## src/hdl/icache_pkg.sv

```systemverilog
// shared geometry constants and controller state encoding for the instruction cache
package icache_pkg;

    // fetch side widths
    localparam int ADDR_W = 32;          // byte address from fetch unit
    localparam int WORD_W = 32;          // one instruction word

    // line geometry
    localparam int WORDS_PER_LINE = 4;   // beats per refill
    localparam int LINE_W = 128;         // WORDS_PER_LINE * WORD_W
    localparam int OFFSET_BITS = 4;      // byte offset inside a line

    // controller states
    // ST_IDLE leaves after one cycle, ST_WRITE_LINE is a single-cycle fill
    typedef enum logic [2:0] {
        ST_IDLE       = 3'd0,            // after reset
        ST_LOOKUP     = 3'd1,            // compare tags
        ST_WAIT_L2    = 3'd2,            // second level busy
        ST_REFILL     = 3'd3,            // collecting beats
        ST_WRITE_LINE = 3'd4             // write victim way
    } ctrl_state_t;

endpackage

```

## src/hdl/refill_counter.sv

```systemverilog
// collects the four L2 beats of a refill into one cache line and flags completion
`timescale 1ns/1ps

module refill_counter (
    input  logic                          clk_tmp,
    input  logic                          reset,
    input  logic                          refill_start,  // clears the beat count
    input  logic                          l2_rdy,
    input  logic [icache_pkg::WORD_W-1:0] l2_data,
    output logic                          line_done,
    output logic [icache_pkg::LINE_W-1:0] fill_line
);
    localparam int CNT_W = $clog2(icache_pkg::WORDS_PER_LINE);

    logic [CNT_W-1:0] beat_cnt;
    logic             active;
    logic             beat_ok;
    logic             last_beat;

    assign beat_ok   = active && l2_rdy;                  // stray l2_rdy ignored
    assign last_beat = beat_ok && (beat_cnt == CNT_W'(icache_pkg::WORDS_PER_LINE - 1));

    always_ff @(posedge clk_tmp) begin
        if (reset) begin
            beat_cnt  <= '0;
            active    <= 1'b0;
            line_done <= 1'b0;
        end else begin
            line_done <= last_beat;                       // one cycle after last beat
            if (refill_start) begin
                beat_cnt <= '0;
                active   <= 1'b1;
            end else if (beat_ok) begin
                beat_cnt <= beat_cnt + 1'b1;
                if (last_beat) begin
                    active <= 1'b0;
                end
            end
        end
    end

    // lowest offset arrives first
    always_ff @(posedge clk_tmp) begin
        if (beat_ok) begin
            fill_line[beat_cnt*icache_pkg::WORD_W +: icache_pkg::WORD_W] <= l2_data;
        end
    end

endmodule

```

## config.mk

```make
export PLATFORM = sky130hd
export DESIGN_NAME = refill_counter
export DESIGN_NICKNAME = d
export VERILOG_FILES = /design/src/hdl/icache_pkg.sv /design/src/hdl/refill_counter.sv
export SDC_FILE = /design/constraint.sdc
export NUM_CORES = 1
export LEC_CHECK = 0
export BUFFER_PORTS_ARGS = -buffer_cell sky130_fd_sc_hd__buf_4
export CAP_MARGIN = 30
export CORE_AREA = 2 2 119 121
export DETAILED_ROUTE_END_ITERATION = 12
export DIE_AREA = 0 0 121 123
export MAX_ROUTING_LAYER = met4
export SETUP_SLACK_MARGIN = 0.02
export SLEW_MARGIN = 30
export SYNTH_ARGS = -nofsm -noshare
export SYNTH_HDL_FRONTEND = slang
export SYNTH_SLANG_ARGS = --single-unit
```

## constraint.sdc

```tcl
create_clock -name clk_tmp -period 2.5 [get_ports clk_tmp]
set_input_delay 0.75 -clock clk_tmp [delete_from_list [all_inputs] [get_ports clk_tmp]]
set_output_delay 0.75 -clock clk_tmp [all_outputs]
set_load 0.03 [all_outputs]
```

==> impl_results.md <==
- CTS tree: yes
- Max-Cap Viols: 0
- Data arrival, critical path: 2.52 ns
- First-pass GRT wire length: 16.6 mm
- Area leader, netlist: edfxtp_1
- Synth Area in Adders: 1.24%
- Die W: 121 um
- Number of fill cells: 1122
- Post-Place Cells: 646
- Ys Warns: 0
- Leakage power: 2.52 nW
- Synth Area in Simple Gates: 18.4%
- Vias/cell: 4.44
- Synth top area share: 76.2%
- RSZ-0062 raised after global routing: no
- Worst min path class: input port to flip-flop
- Critical path endpoint category: flip-flop
- Synth Area in XOR/XNOR: 0%
- Util after Layout: 52.0%
- Predominant post-synthesis flop cell: edfxtp_1
- Rows: 43
- Required time of the worst setup path: 2.77 ns
- CP Launch Type: flip-flop
- Most common cell in the netlist: edfxtp_1
- H-Tree Depth: 4
- Largest net degree at the start of global routing: 33
- Min Clock Period, post-route: 2.25 ns
- Post-detail-place hpwl: 7.74 mm
- Final-report setup violation count: 0
- Largest family of logic cells by synthesized area: simple AND/OR/NAND/NOR gates
- Fin Hold WS: 0.503 ns
- Global placement routability congestion: 0.722
- Max Freq: 0.445 GHz
- Critical path endpoint: fill_line[17]
- Setup TNS: 0 ns
- Clk buf depth: 2
- # Post-CTS Setup Buffers: 0
- Clock Tree Root: clkbuf_16
- CP startpoint: beat_cnt[0]
- DRT Wirelength: 11.4 mm
- Post-synth cell types: 25
- Peak supply drop: 0.373 mV
- Mapped Cells: 303
- DR pass1 iterations: 4
- Post-synth ARST share: 0%
- Initial antenna violation count: 0
- Grt total ovfl: 0
- Final Hold Viols: 0
- Num CTS Buffers: 17
- Input/output buffers: 164
- Slew margin rel.: 59.5%
- Post-DRT Antenna Nets: 0
- Post-CTS Hold Fix Bufs: 0
- Post_cts resized: 0
- Synthesized Nets: 344
- Nets@finish: 526
- Post-synthesis mux area share: 0%
- Peak fanout along the critical path: 32
- Area Growth Syn to Fin: 40.2%
- Synth top cells by count: 128 x edfxtp_1, 122 x and2_1, 6 x clkbuf_1, 6 x nor2_1, 5 x ha_1
- RR Endpoint: fill_line[17]
- R2R depth: 4
- Avg WL per Cell: 16.8 um
- Starting DRT DRC Count: 124
- Mean Syn Cell Area: 16.6 um^2
- Finished Layout Cells: 677
- Placement Cell Area: 0.00656 mm^2
- Pwr per Cell Area: 687 mW/mm^2
- Residual DRC: 0
- Ratio of cells with drive above 1 in the final layout: 42.3%
- Critical path class: flip-flop to flip-flop
- Synth area leaders: edfxtp_1 76%, and2_1 15%, dfxtp_1 1.6%, ha_1 1.2%, buf_6 0.67%
- Seq/Total Area, Yosys: 77.8%
- Final instance area: 0.00707 mm^2
- Clock latency at the later pin of the worst-skew pair: 0.41 ns
- Number of global-route vias before repair: 2940
- Max-slew violation count: 0
- Via Count: 3007
- Die ar.: 0.0149 mm^2
- Fin crit share: 89.9%
- Register-to-register setup slack: 0.25 ns
- Die H: 123 um
- Number of synthesized flops with an enable pin: 128
- Initial Util: 37.1%
- Core Area: 0.0136 mm^2
- Worst Skew: 0.00674 ns
- Io pins: 165
- Clock Sink Count: 132
- GRT Overall Usage: 16.0%
- Status: completed
- Worst-path clk slew: 0.06 ns
- FF-to-FF Start: beat_cnt[0]
- Seq cells post-synth: 132
- Slew @ Worst Pin: 0.608 ns
- Antenna diodes: 0
- Post-Syn Area: 0.00504 mm^2
- Complex-gate fraction of the synthesized area: 0.942%
-- layer usage --
metal,GRT usage (%),share of wire [%],vias to the layer above
met5,-,0,-
met4,6.98,1.8,0
met3,4.89,6.4,25
met2,24.9,48,131
met1,19.2,43,1424
li1,-,-,1427
-- where the power goes --
group | internal, W | total (W) | switching, W
sequential | 0.00244 | 0.00246 | 0.0000129
combinational | 0.000102 | 0.000235 | 0.000133
clock | 0.00134 | 0.00217 | 0.000830
-- area by class of cell --
cell class / count / area, um^2 / area share (%)
repair buffers: 176 / 1360 / 19.2
clock inverters: 9 / 63.8 / 0.902
clock buffers: 22 / 444 / 6.28
flip-flops and latches: 132 / 3920 / 55.5
well taps: 180 / 225 / 3.18
multi-input cells: 156 / 1050 / 14.8
inverters: 2 / 7.51 / 0.106
-- through the flow --
stage / total power (W) / setup WS [ns]
after detailed placement: 0.00274 / 0.231
after floorplan: 0.00262 / 0.386
final: 0.00486 / 0.254
after global routing: 0.00500 / 0.0901
after global placement: 0.00273 / 0.332
after CTS: 0.00491 / 0.213
-- state kept, by name, indices dropped and copies added, names as in the netlist --
signal and cells:
active 1, beat_cnt 2, line_done 1, fill_line 128
-- how the worst min path moves through the flow --
stage | cells after the start | from | endpoint
4_1_cts | 2 | reset | line_done
3_3_place_gp | 2 | active | beat_cnt[1]
3_5_place_dp | 2 | active | beat_cnt[1]
2_1_floorplan | 2 | active | beat_cnt[1]
6_report | 2 | reset | line_done
5_1_grt | 2 | reset | line_done
-- kinds of logic after synthesis --
family | after synthesis
AO/OA/AOI/OAI | 6
adder cells (fa/ha/maj) | 5
buffers and inverters | 15
flip-flops | 132
AND/OR/NAND/NOR | 145
-- cells in the final DEF, fill, tap and decap left out, types with 2 or more instances in the layout --
cell type / Yosys / final
or3b_2: 2 / 2
and3_2: 0 / 4
clkinv_2: 0 / 3
inv_1: 2 / 2
buf_4: 0 / 173
nor2_1: 6 / 6
nand2b_1: 2 / 2
buf_12: 0 / 3
clkbuf_1: 6 / 5
a21bo_2: 2 / 2
ha_1: 5 / 5
a21oi_1: 2 / 2
clkinv_1: 0 / 5
edfxtp_1: 128 / 128
clkbuf_16: 0 / 17
and2_1: 122 / 122
dfxtp_1: 4 / 4
-- worst max-delay path: stages (launching register included) --
cell      delay [ns]
dfxtp_1         0.54
inv_1           0.15
ha_1            0.44
and4bb_2        0.75
and2_1          0.22
Note: power is estimated with default switching activity, not from simulation.
