### src/hdl/icache_pkg.sv
// shared geometry constants and controller state encoding for the instruction cache
package icache_pkg;

    // fetch side widths
    localparam int ADDR_W = 32;          // byte address from fetch unit
    localparam int WORD_W = 32;          // one instruction word

    // line geometry
    localparam int WORDS_PER_LINE = 4;   // beats per refill
    localparam int LINE_W = 128;         // WORDS_PER_LINE * WORD_W
    localparam int OFFSET_BITS = 4;      // byte offset inside a line

    // controller states
    // ST_IDLE leaves after one cycle, ST_WRITE_LINE is a single-cycle fill
    typedef enum logic [2:0] {
        ST_IDLE       = 3'd0,            // after reset
        ST_LOOKUP     = 3'd1,            // compare tags
        ST_WAIT_L2    = 3'd2,            // second level busy
        ST_REFILL     = 3'd3,            // collecting beats
        ST_WRITE_LINE = 3'd4             // write victim way
    } ctrl_state_t;

endpackage

### src/hdl/cache_array_if.sv
// lookup and fill bundle between the cache controller and the tag and data arrays
`timescale 1ns/1ps

interface cache_array_if #(
    parameter int INDEX_BITS = 8
) ();
    localparam int TAG_W = icache_pkg::ADDR_W - INDEX_BITS - icache_pkg::OFFSET_BITS;

    // controller to arrays
    logic [INDEX_BITS-1:0]         index;      // set being looked up or filled
    logic [TAG_W-1:0]              fill_tag;
    logic [icache_pkg::LINE_W-1:0] fill_line;
    logic [1:0]                    way_we;     // one bit per way
    logic                          touch;      // hit this cycle
    logic                          touch_way;

    // arrays to controller, combinational reads
    logic [TAG_W-1:0]              tag0;
    logic [TAG_W-1:0]              tag1;
    logic                          valid0;
    logic                          valid1;
    logic                          lru;        // way to replace next
    logic [icache_pkg::LINE_W-1:0] line0;
    logic [icache_pkg::LINE_W-1:0] line1;

    modport ctrl (
        output index, fill_tag, fill_line, way_we, touch, touch_way,
        input  tag0, tag1, valid0, valid1, lru, line0, line1
    );

    modport tags (
        input  index, fill_tag, way_we, touch, touch_way,
        output tag0, tag1, valid0, valid1, lru
    );

    modport data (
        input  index, fill_line, way_we,
        output line0, line1
    );

endinterface

### src/hdl/icache_ctrl.sv
// instruction cache FSM: hit detect, word select, miss stall, L2 request and victim choice
`timescale 1ns/1ps

module icache_ctrl #(
    parameter int INDEX_BITS = 8
) (
    input  logic                          clk_tmp,
    input  logic                          reset,
    // fetch side
    input  logic                          fetch_req,
    input  logic [icache_pkg::ADDR_W-1:0] fetch_addr,
    output logic [icache_pkg::WORD_W-1:0] fetch_data,
    output logic                          fetch_done,
    output logic                          miss_stall,
    // second level side
    input  logic                          l2_busy,
    input  logic                          l2_rdy,       // first beat ends the request
    output logic                          l2_req,
    output logic [icache_pkg::ADDR_W-1:0] l2_addr,
    // refill counter link
    output logic                          refill_start,
    input  logic                          line_done,
    input  logic [icache_pkg::LINE_W-1:0] fill_line_in,
    // arrays
    cache_array_if.ctrl                   arr
);
    localparam int TAG_W  = icache_pkg::ADDR_W - INDEX_BITS - icache_pkg::OFFSET_BITS;
    localparam int WSEL_W = $clog2(icache_pkg::WORDS_PER_LINE);

    icache_pkg::ctrl_state_t       state;
    logic [TAG_W-1:0]              addr_tag;
    logic [INDEX_BITS-1:0]         addr_index;
    logic [WSEL_W-1:0]             word_sel;
    logic                          hit0;
    logic                          hit1;
    logic                          hit;
    logic                          hit_way;
    logic                          lookup_go;
    logic                          lookup_hit;
    logic [icache_pkg::LINE_W-1:0] hit_line;
    logic                          victim_pick;
    logic                          victim_way;

    // address split
    assign addr_tag   = fetch_addr[icache_pkg::ADDR_W-1 -: TAG_W];
    assign addr_index = fetch_addr[icache_pkg::OFFSET_BITS +: INDEX_BITS];
    assign word_sel   = fetch_addr[icache_pkg::OFFSET_BITS-1 -: WSEL_W];

    // tag compare on both ways
    assign hit0    = arr.valid0 && (arr.tag0 == addr_tag);
    assign hit1    = arr.valid1 && (arr.tag1 == addr_tag);
    assign hit     = hit0 || hit1;
    assign hit_way = hit1 && !hit0;                      // way 0 wins a double match
    assign hit_line = hit_way ? arr.line1 : arr.line0;

    // no lookup while fetch_done is still up for the last access
    assign lookup_go  = (state == icache_pkg::ST_LOOKUP) && fetch_req && !fetch_done;
    assign lookup_hit = lookup_go && hit;

    // first invalid way, otherwise lru
    assign victim_pick = !arr.valid0 ? 1'b0 : (!arr.valid1 ? 1'b1 : arr.lru);

    // array control
    assign arr.index     = addr_index;
    assign arr.fill_tag  = addr_tag;
    assign arr.fill_line = fill_line_in;
    assign arr.touch     = lookup_hit;
    assign arr.touch_way = hit_way;

    always_comb begin
        arr.way_we = 2'b00;
        if (state == icache_pkg::ST_WRITE_LINE) begin
            arr.way_we[victim_way] = 1'b1;
        end
    end

    // counter is cleared on the edge where l2_req goes up
    assign refill_start = (state == icache_pkg::ST_WAIT_L2) && !l2_busy;

    // line aligned request address, fetch holds fetch_addr through the miss
    assign l2_addr = {fetch_addr[icache_pkg::ADDR_W-1:icache_pkg::OFFSET_BITS],
                      {icache_pkg::OFFSET_BITS{1'b0}}};

    always_ff @(posedge clk_tmp) begin
        if (reset) begin
            state      <= icache_pkg::ST_IDLE;
            fetch_done <= 1'b0;
            miss_stall <= 1'b0;
            l2_req     <= 1'b0;
            victim_way <= 1'b0;
        end else begin
            fetch_done <= 1'b0;                          // single cycle pulse
            case (state)
                icache_pkg::ST_IDLE: begin
                    state <= icache_pkg::ST_LOOKUP;
                end
                icache_pkg::ST_LOOKUP: begin
                    if (lookup_go) begin
                        if (hit) begin
                            fetch_done <= 1'b1;
                        end else begin
                            miss_stall <= 1'b1;
                            state      <= icache_pkg::ST_WAIT_L2;
                        end
                    end
                end
                icache_pkg::ST_WAIT_L2: begin
                    if (!l2_busy) begin
                        l2_req <= 1'b1;
                        state  <= icache_pkg::ST_REFILL;
                    end
                end
                icache_pkg::ST_REFILL: begin
                    if (l2_rdy) begin
                        l2_req <= 1'b0;                  // dropped at first beat
                    end
                    if (line_done) begin
                        victim_way <= victim_pick;
                        state      <= icache_pkg::ST_WRITE_LINE;
                    end
                end
                icache_pkg::ST_WRITE_LINE: begin
                    miss_stall <= 1'b0;
                    state      <= icache_pkg::ST_LOOKUP;  // retry, now hits
                end
                default: begin
                    state <= icache_pkg::ST_IDLE;
                end
            endcase
        end
    end

    // selected word of the hit line
    always_ff @(posedge clk_tmp) begin
        if (lookup_hit) begin
            fetch_data <= hit_line[word_sel*icache_pkg::WORD_W +: icache_pkg::WORD_W];
        end
    end

endmodule

### src/flat_wrapper.sv
// flat-port wrapper written by rule: the top's interface ports become plain ports
module icache_ctrl_flat 
#(
    parameter int INDEX_BITS = 8
)
  (clk_tmp, reset, fetch_req, fetch_addr, fetch_data, fetch_done, miss_stall, l2_busy, l2_rdy, l2_req, l2_addr, refill_start, line_done, fill_line_in, arr_index, arr_fill_tag, arr_fill_line, arr_way_we, arr_touch, arr_touch_way, arr_tag0, arr_tag1, arr_valid0, arr_valid1, arr_lru, arr_line0, arr_line1);
  cache_array_if #(.INDEX_BITS(INDEX_BITS)) arr_i ();
  input  logic clk_tmp;
  input  logic reset;
  input  logic fetch_req;
  input  logic [icache_pkg::ADDR_W-1:0] fetch_addr;
  output logic [icache_pkg::WORD_W-1:0] fetch_data;
  output logic fetch_done;
  output logic miss_stall;
  input  logic l2_busy;
  input  logic l2_rdy;
  output logic l2_req;
  output logic [icache_pkg::ADDR_W-1:0] l2_addr;
  output logic refill_start;
  input  logic line_done;
  input  logic [icache_pkg::LINE_W-1:0] fill_line_in;
  output wire logic [$bits(arr_i.index)-1:0] arr_index;
  output wire logic [$bits(arr_i.fill_tag)-1:0] arr_fill_tag;
  output wire logic [$bits(arr_i.fill_line)-1:0] arr_fill_line;
  output wire logic [$bits(arr_i.way_we)-1:0] arr_way_we;
  output wire logic [$bits(arr_i.touch)-1:0] arr_touch;
  output wire logic [$bits(arr_i.touch_way)-1:0] arr_touch_way;
  input wire logic [$bits(arr_i.tag0)-1:0] arr_tag0;
  input wire logic [$bits(arr_i.tag1)-1:0] arr_tag1;
  input wire logic [$bits(arr_i.valid0)-1:0] arr_valid0;
  input wire logic [$bits(arr_i.valid1)-1:0] arr_valid1;
  input wire logic [$bits(arr_i.lru)-1:0] arr_lru;
  input wire logic [$bits(arr_i.line0)-1:0] arr_line0;
  input wire logic [$bits(arr_i.line1)-1:0] arr_line1;
  assign arr_index = arr_i.index;
  assign arr_fill_tag = arr_i.fill_tag;
  assign arr_fill_line = arr_i.fill_line;
  assign arr_way_we = arr_i.way_we;
  assign arr_touch = arr_i.touch;
  assign arr_touch_way = arr_i.touch_way;
  assign arr_i.tag0 = arr_tag0;
  assign arr_i.tag1 = arr_tag1;
  assign arr_i.valid0 = arr_valid0;
  assign arr_i.valid1 = arr_valid1;
  assign arr_i.lru = arr_lru;
  assign arr_i.line0 = arr_line0;
  assign arr_i.line1 = arr_line1;
  icache_ctrl #(.INDEX_BITS(INDEX_BITS)) u_core (.clk_tmp(clk_tmp), .reset(reset), .fetch_req(fetch_req), .fetch_addr(fetch_addr), .fetch_data(fetch_data), .fetch_done(fetch_done), .miss_stall(miss_stall), .l2_busy(l2_busy), .l2_rdy(l2_rdy), .l2_req(l2_req), .l2_addr(l2_addr), .refill_start(refill_start), .line_done(line_done), .fill_line_in(fill_line_in), .arr(arr_i));
endmodule
### config.mk
export PLATFORM = sky130hd
export DESIGN_NAME = icache_ctrl_flat
export DESIGN_NICKNAME = d
export VERILOG_FILES = /design/src/hdl/icache_pkg.sv /design/src/hdl/cache_array_if.sv /design/src/hdl/icache_ctrl.sv /design/src/flat_wrapper.sv
export SDC_FILE = /design/constraint.sdc
export NUM_CORES = 1
export LEC_CHECK = 0
export BUFFER_PORTS_ARGS = -buffer_cell sky130_fd_sc_hd__buf_2
export CORE_AREA = 8 8 263 265
export CTS_BUF_LIST = sky130_fd_sc_hd__clkbuf_8
export CTS_CLUSTER_DIAMETER = 60
export DETAILED_ROUTE_END_ITERATION = 8
export DIE_AREA = 0 0 271 273
export GPL_ROUTABILITY_DRIVEN = 0
export PLACE_DENSITY = 0.3
export SYNTH_ARGS = -nofsm -noshare
export SYNTH_HDL_FRONTEND = slang
export SYNTH_SLANG_ARGS = --single-unit
### constraint.sdc
create_clock -name clk_tmp -period 12.6 [get_ports clk_tmp]
set_clock_uncertainty 0.15 [all_clocks]
set_input_delay 2.52 -clock clk_tmp [delete_from_list [all_inputs] [get_ports clk_tmp]]
set_output_delay 2.52 -clock clk_tmp [all_outputs]
set_load 0.1 [all_outputs]
==> results of run 1 <==
cells in the mapped netlist:
| master | number |
|---|---|
| buf_1 | 2 |
| xor2_1 | 23 |
| o21bai_1 | 1 |
| nor2b_1 | 3 |
| mux4_2 | 64 |
| buf_6 | 3 |
| nor4_1 | 8 |
| nand2b_1 | 2 |
| or4b_1 | 1 |
| nor4_2 | 1 |
| buf_4 | 188 |
| clkbuf_1 | 11 |
| nor3_1 | 5 |
| conb_1 | 1 |
| nand3b_1 | 1 |
| xnor2_1 | 17 |
| o21a_1 | 2 |
| o2111ai_2 | 1 |
| o21ai_0 | 3 |
| a21oi_1 | 3 |
| nand3_1 | 4 |
| nor4b_1 | 1 |
| nand4_1 | 8 |
| mux2_4 | 30 |
| nor2_1 | 10 |
| edfxtp_1 | 32 |
| nand2_1 | 3 |
| and2_1 | 2 |
| inv_1 | 2 |
| buf_2 | 1 |
| or4_2 | 1 |
| nor3b_1 | 2 |
| dfxtp_1 | 7 |
| or4_1 | 2 |
| mux2_2 | 2 |
per-stage QoR:
| stage | setup slack (ns) | std cells |
|---|---|---|
| floorplan | 3.45 | 450 |
| global placement | 4.60 | 1518 |
| detailed placement | 4.62 | 1518 |
| CTS | 4.61 | 1526 |
| global route | 4.53 | 1527 |
| finish | 4.67 | 1529 |
layout make-up:
| class | count | area share |
|---|---|---|
| clock buffer | 5 | 0.00976 |
| antenna | 3 | 0.00106 |
| inverter | 2 | 0.00106 |
| timing repair buffer | 409 | 0.292 |
| sequential | 39 | 0.156 |
| tap | 864 | 0.153 |
| clock inverter | 3 | 0.00621 |
| multi-input combinational | 204 | 0.380 |
flip-flops by register name, indices dropped and copies added (netlist names):
name / count
u_core.fetch_data: 32
u_core.fetch_done: 1
u_core.l2_req: 1
u_core.miss_stall: 1
u_core.state: 3
u_core.victim_way: 1
report_power, final:
group / total [mW] / leakage [nW] / internal (mW) / switching (mW)
Combinational: 0.218 / 2.57 / 0.0956 / 0.122
Clock: 0.139 / 0.0581 / 0.0596 / 0.0794
Sequential: 0.143 / 0.345 / 0.142 / 0.00123
layer usage:
| layer | wire length, um | global-route usage |
|---|---|---|
| met1 | 10200 | 0.0743 |
| met2 | 13100 | 0.116 |
| met3 | 3660 | 0.0420 |
| met4 | 683 | 0.0249 |
| met5 | 72 | 0.00592 |
kinds of logic (layout without fill, tap and decap cells):
kind of cell,Yosys count,in the layout,share of synthesized area
mux,96,96,0.364
compound gates,10,10,0.0128
xor+xnor,40,40,0.0666
other cells,1,7,0.000713
simple gates,54,54,0.0600
flops,39,39,0.209
buf+inv,207,419,0.286
how the worst min path moves through the flow:
| stage | end | cells past startpoint |
|---|---|---|
| 3_3_place_gp | u_core.miss_stall | 1 |
| 5_1_grt | u_core.miss_stall | 1 |
| 2_1_floorplan | u_core.victim_way | 2 |
| 3_5_place_dp | u_core.miss_stall | 1 |
| 6_report | u_core.miss_stall | 1 |
| 4_1_cts | u_core.miss_stall | 1 |
==> impl_metrics.yaml, run 1 <==
run_status:
  status: "finished clean"
sta:
  rsz0062_at_grt: "false"
  hold_viol: 0
  period_minus_slack_ns: 7.93
  slew_viol_final: 0
  finalSetupViolations: 0
  setup-tns-final_ns: 0
  hold_ws_ns: 0.329
  timing.final.crit_share: 0.629
  clock.fmax_mhz: 126
  worst_slew_pin_slew_ns: 1.02
  slew_headroom: 0.317
placed_design:
  dp_hpwl_mm: 23.5
  place_area_um2: 6930
  io_buffers: 406
global_routing:
  track_usage: 0.0707
  grt_max_degree: 65
  grt_pass1_vias: 5110
  antenna_found_initial: 5
  grt_pass1_wl_mm: 37.6
  overflow: 0
setup_path:
  endpoint: "arr_touch"
  worstSetupPathType: "in2out"
  critPathLaunch: "fetch_addr[24]"
  worstReg2RegStart: "u_core.state[0]"
  crit_arrival_ns: 5.26
  cp_data_required_time_ns: 9.93
  cp_slowest_cell: "or4_2"
  cpPeakStageDelay_ns: 0.66
  path_cells: "buf_2 > xor2_1 > or4_2 > nor4_1 > nand4_1 > nor2b_1 > nor2_4 > buf_2"
  r2r_slack_ns: 10.20
  path_depth: 8
  end_kind: "output pin"
  cp_max_fo: 4
  rr_worst_depth: 4
  path_common_cell: "buf_2"
  crit_family: "simple AND/OR/NAND/NOR gates"
  worstReg2RegEnd: "u_core.fetch_data[0]"
  cp_num_buf_inv: 2
  cp-start-kind: "primary input"
synthesis:
  synthCells: 447
  synth_top_area_share: 0.274
  yosysWarnings: 0
  syn_area_per_cell_um2: 11.8
  ys_ff_latch: 39
  synth.distinct_cells: 35
  synth.largest_area_cell: "mux4_2"
  synth_area_leaders: "mux4_2 27%, buf_4 27%, edfxtp_1 18%"
  synth_seq_area_share: 0.209
  synthesis.area_um2: 5260
layout:
  drive_above_1_share: 0.781
  final_common_cell: "buf_2"
  utilization: 0.108
  final_area_um2: 7050
  mostFrequentLayoutCells: "404 x buf_2, 64 x mux4_2, 32 x edfxtp_1"
  syn2layout_area_growth_pct: 34.1
  fillerInstances: 7501
  seqCellArea_um2: 1100
  multi_input_area_um2: 2680
  fin_nets: 1126
clock_network:
  cts_resized: 0
  cts_setup_buffers: 0
  cts_buffers: 5
  postCtsHoldBufs: 0
  clockBufferDepth: 2
  root_buffer: "clkbuf_8"
  cts.sinks: 39
  clk_latency_ns: 0.35
  path_clk_slew_ns: 0.11
  cts_tree: "yes"
  h-tree-depth: 2
floorplanning:
  core_um2: 65000
  die_h_um: 273
  fp.dieW_um: 271
  io_pins: 693
  rows: 94
  start_util: 0.0809
  die_area_um2: 74000
detailed_routing:
  num_vias: 4355
  antenna_left: 0
  wl_mm: 27.7
  drt_iter0_drc: 171
  first_pass_iters: 4
  avgViaCountPerCell: 2.85
  drc: 0
  wl_per_cell_um: 18.1
pwr:
  power_uw: 500
  p_leak_nw: 2.97
  vdd_ir_drop_max_v: 0.0000311
  p_per_area_nw_per_um2: 70.9
min_path:
  min_path_type: "reg2reg"
  worstHoldStart: "u_core.miss_stall"
job:
  max_cap_violations: 0
Power figures use the tool's default switching activity.
==> run 2: changes to the inputs <==
--- a/config.mk
+++ b/config.mk
@@ -5,14 +5,15 @@
 export SDC_FILE = /design/constraint.sdc
 export NUM_CORES = 1
 export LEC_CHECK = 0
+export ABC_AREA = 1
 export BUFFER_PORTS_ARGS = -buffer_cell sky130_fd_sc_hd__buf_2
-export CORE_AREA = 8 8 263 265
+export CORE_AREA = 8 8 267 269
 export CTS_BUF_LIST = sky130_fd_sc_hd__clkbuf_8
 export CTS_CLUSTER_DIAMETER = 60
 export DETAILED_ROUTE_END_ITERATION = 8
-export DIE_AREA = 0 0 271 273
+export DIE_AREA = 0 0 275 277
 export GPL_ROUTABILITY_DRIVEN = 0
-export PLACE_DENSITY = 0.3
+export PLACE_DENSITY = 0.33
 export SYNTH_ARGS = -nofsm -noshare
 export SYNTH_HDL_FRONTEND = slang
 export SYNTH_SLANG_ARGS = --single-unit
==> constraint.sdc (replaced) <==
create_clock -name clk_tmp -period 7.53 [get_ports clk_tmp]
set_clock_uncertainty 0.15 [all_clocks]
set_input_delay 1.506 -clock clk_tmp [delete_from_list [all_inputs] [get_ports clk_tmp]]
set_output_delay 1.506 -clock clk_tmp [all_outputs]
set_load 0.1 [all_outputs]
==> impl_metrics.yaml, run 2 <==
run_status:
  status: "finished clean"
layout:
  largest_register_ffs: 32
  mostFrequentLayoutCells: "405 x buf_2, 395 x nand2_1, 324 x inv_1"
  final_common_cell: "buf_2"
  fin_nets: 2014
  regMostFlops: "u_core.fetch_data"
  final_area_um2: 9070
  drive_above_1_share: 0.288
  largestRegisters: "u_core.fetch_data x32, u_core.state x3"
  syn2layout_area_growth_pct: 21.4
detailed_routing:
  drt_iter0_drc: 464
  drc: 0
  wl_mm: 50.5
  first_pass_iters: 4
  num_vias: 8523
  wl_per_cell_um: 20.8
  antenna_left: 0
  avgViaCountPerCell: 3.51
clock_network:
  cts_setup_buffers: 0
  path_clk_slew_ns: 0.09
  cts_tree: "yes"
  cts_resized: 0
  clockBufferDepth: 2
  postCtsHoldBufs: 0
  h-tree-depth: 2
  root_buffer: "clkbuf_8"
  cts.sinks: 39
  cts_buffers: 5
  clk_latency_ns: 0.34
pwr:
  vdd_ir_drop_max_v: 0.0000509
  p_per_area_nw_per_um2: 99.2
  clockPowerShare: 0.266
  p_int_uw: 504
  p_leak_nw: 5.65
  power.net_switching_uw: 395
  seq_power_share: 0.270
  comb_power_share: 0.465
  p_sw_frac: 0.440
global_routing:
  grt_pass1_vias: 8724
  antenna_found_initial: 9
  grt_pass1_wl_mm: 68.1
  track_usage: 0.126
  overflow: 0
  grt_max_degree: 129
setup_path:
  end_kind: "output pin"
  cpPeakStageDelay_ns: 0.50
  path_depth: 12
  cp_slowest_cell: "buf_2"
  worstReg2RegEnd: "u_core.fetch_data[2]"
  endpoint: "arr_touch"
  r2r_slack_ns: 4.92
  path_cells: "buf_2 > inv_2 > nand2_1 > nand2_1 > nor2_1 > nand4_1 > nor3_1 > nand4_1 > nand2_1 > inv_1 > nor2_4 > buf_2"
  rr_worst_depth: 8
  critPathLaunch: "fetch_addr[24]"
  crit_family: "simple AND/OR/NAND/NOR gates"
  worstSetupPathType: "in2out"
  crit_arrival_ns: 3.47
  cp_data_required_time_ns: 5.87
  cp_max_fo: 5
  cp-start-kind: "primary input"
  cp_num_buf_inv: 4
  path_common_cell: "nand2_1"
  worstReg2RegStart: "u_core.state[0]"
sta:
  slew_headroom: 0.416
  timing.final.crit_share: 0.681
  worst_slew_pin_slew_ns: 0.875
  hold_viol: 0
  rsz0062_at_grt: "false"
  period_minus_slack_ns: 5.13
  clock.fmax_mhz: 195
  finalSetupViolations: 0
  hold_ws_ns: 0.335
  setup-tns-final_ns: 0
  layout_setup_ws_ns: 2.40
  slew_viol_final: 0
placed_design:
  io_buffers: 406
  pre_cts_ws_ns: 2.33
  place_area_um2: 8920
  dp_hpwl_mm: 43.1
synthesis:
  synthCells: 1372
  syn_area_per_cell_um2: 5.44
  synth_top_area_share: 0.205
  synth.distinct_cells: 29
  synth.most_common_cell: "nand2_1"
  synth_seq_area_share: 0.147
  synth.largest_area_cell: "buf_4"
  async_reset_ff_frac: 0
  ys_ff_latch: 39
  ys.flop_type: "edfxtp_1"
  synthesis.area_um2: 7470
  synth_edf_count: 32
  yosysWarnings: 0
  synth_area_leaders: "buf_4 21%, nand2_1 20%, nand3_1 18%"
  netlist_top_cells_count: "395 x nand2_1, 323 x inv_1, 266 x nand3_1"
floorplanning:
  fp.dieW_um: 275
  die_area_um2: 76200
  start_util: 0.112
  io_pins: 693
  rows: 95
  die_h_um: 277
  core_um2: 66800
min_path:
  min_path_type: "reg2reg"
job:
  max_cap_violations: 0
-- run 2: worst min-delay path, delay by kind of cell, from the launching register on --
kind                   cells  cell delay, ns
DFF                        1            0.33
buffers and inverters      1            0.05
AOI/OAI and AO/OA          1            0.06
-- run 2: kinds of logic after synthesis --
logic type / count (synthesis) / synth area share
compound gates: 9 / 0.00737
flops: 39 / 0.147
buf+inv: 578 / 0.407
simple gates: 740 / 0.432
xor+xnor: 5 / 0.00587
other cells: 1 / 0.000502
-- run 2: power groups by stage --
stage          Sequential (mW)  Clock (mW)  Combinational, mW
3_3_place_gp             0.247           0              0.425
5_1_grt                  0.243       0.266              0.463
4_1_cts                  0.242       0.265              0.427
3_5_place_dp             0.247           0              0.426
6_report                 0.242       0.239              0.418
2_1_floorplan            0.256           0              0.623
-- run 2: worst min path at each step --
| stage | from | end | slack [ns] | depth (start not counted) |
|---|---|---|---|---|
| floorplan | u_core.victim_way | u_core.victim_way | 0.30 | 2 |
| global placement | u_core.miss_stall | u_core.miss_stall | 0.32 | 2 |
| detailed placement | u_core.victim_way | u_core.victim_way | 0.33 | 2 |
| CTS | u_core.victim_way | u_core.victim_way | 0.35 | 2 |
| global route | u_core.miss_stall | u_core.miss_stall | 0.36 | 2 |
| finish | u_core.miss_stall | u_core.miss_stall | 0.34 | 2 |
-- run 2: final cells by class --
class,count,area (um^2)
repair buffers,417,2130
well taps,873,1090
inverters,328,1230
clock inverters,3,63.8
fillers,8061,57700
clock buffers,5,68.8
diodes,5,12.5
flip-flops and latches,39,1100
multi-input cells,758,3370
-- run 2: metrics by stage --
stage | power [mW] | util | std cells
final | 0.899 | 0.136 | 2428
after global routing | 0.972 | 0.136 | 2425
after CTS | 0.935 | 0.136 | 2423
after detailed placement | 0.673 | 0.134 | 2415
after global placement | 0.672 | 0.134 | 2415
after floorplan | 0.879 | - | 1375
-- run 2: routing by layer --
metal / vias up / global-route usage / wire, um
met5: - / 0.00526 / 80
met4: 6 / 0.0255 / 842
met3: 52 / 0.0639 / 6240
met2: 487 / 0.234 / 26000
met1: 3723 / 0.123 / 17300
li1: 4255 / - / -
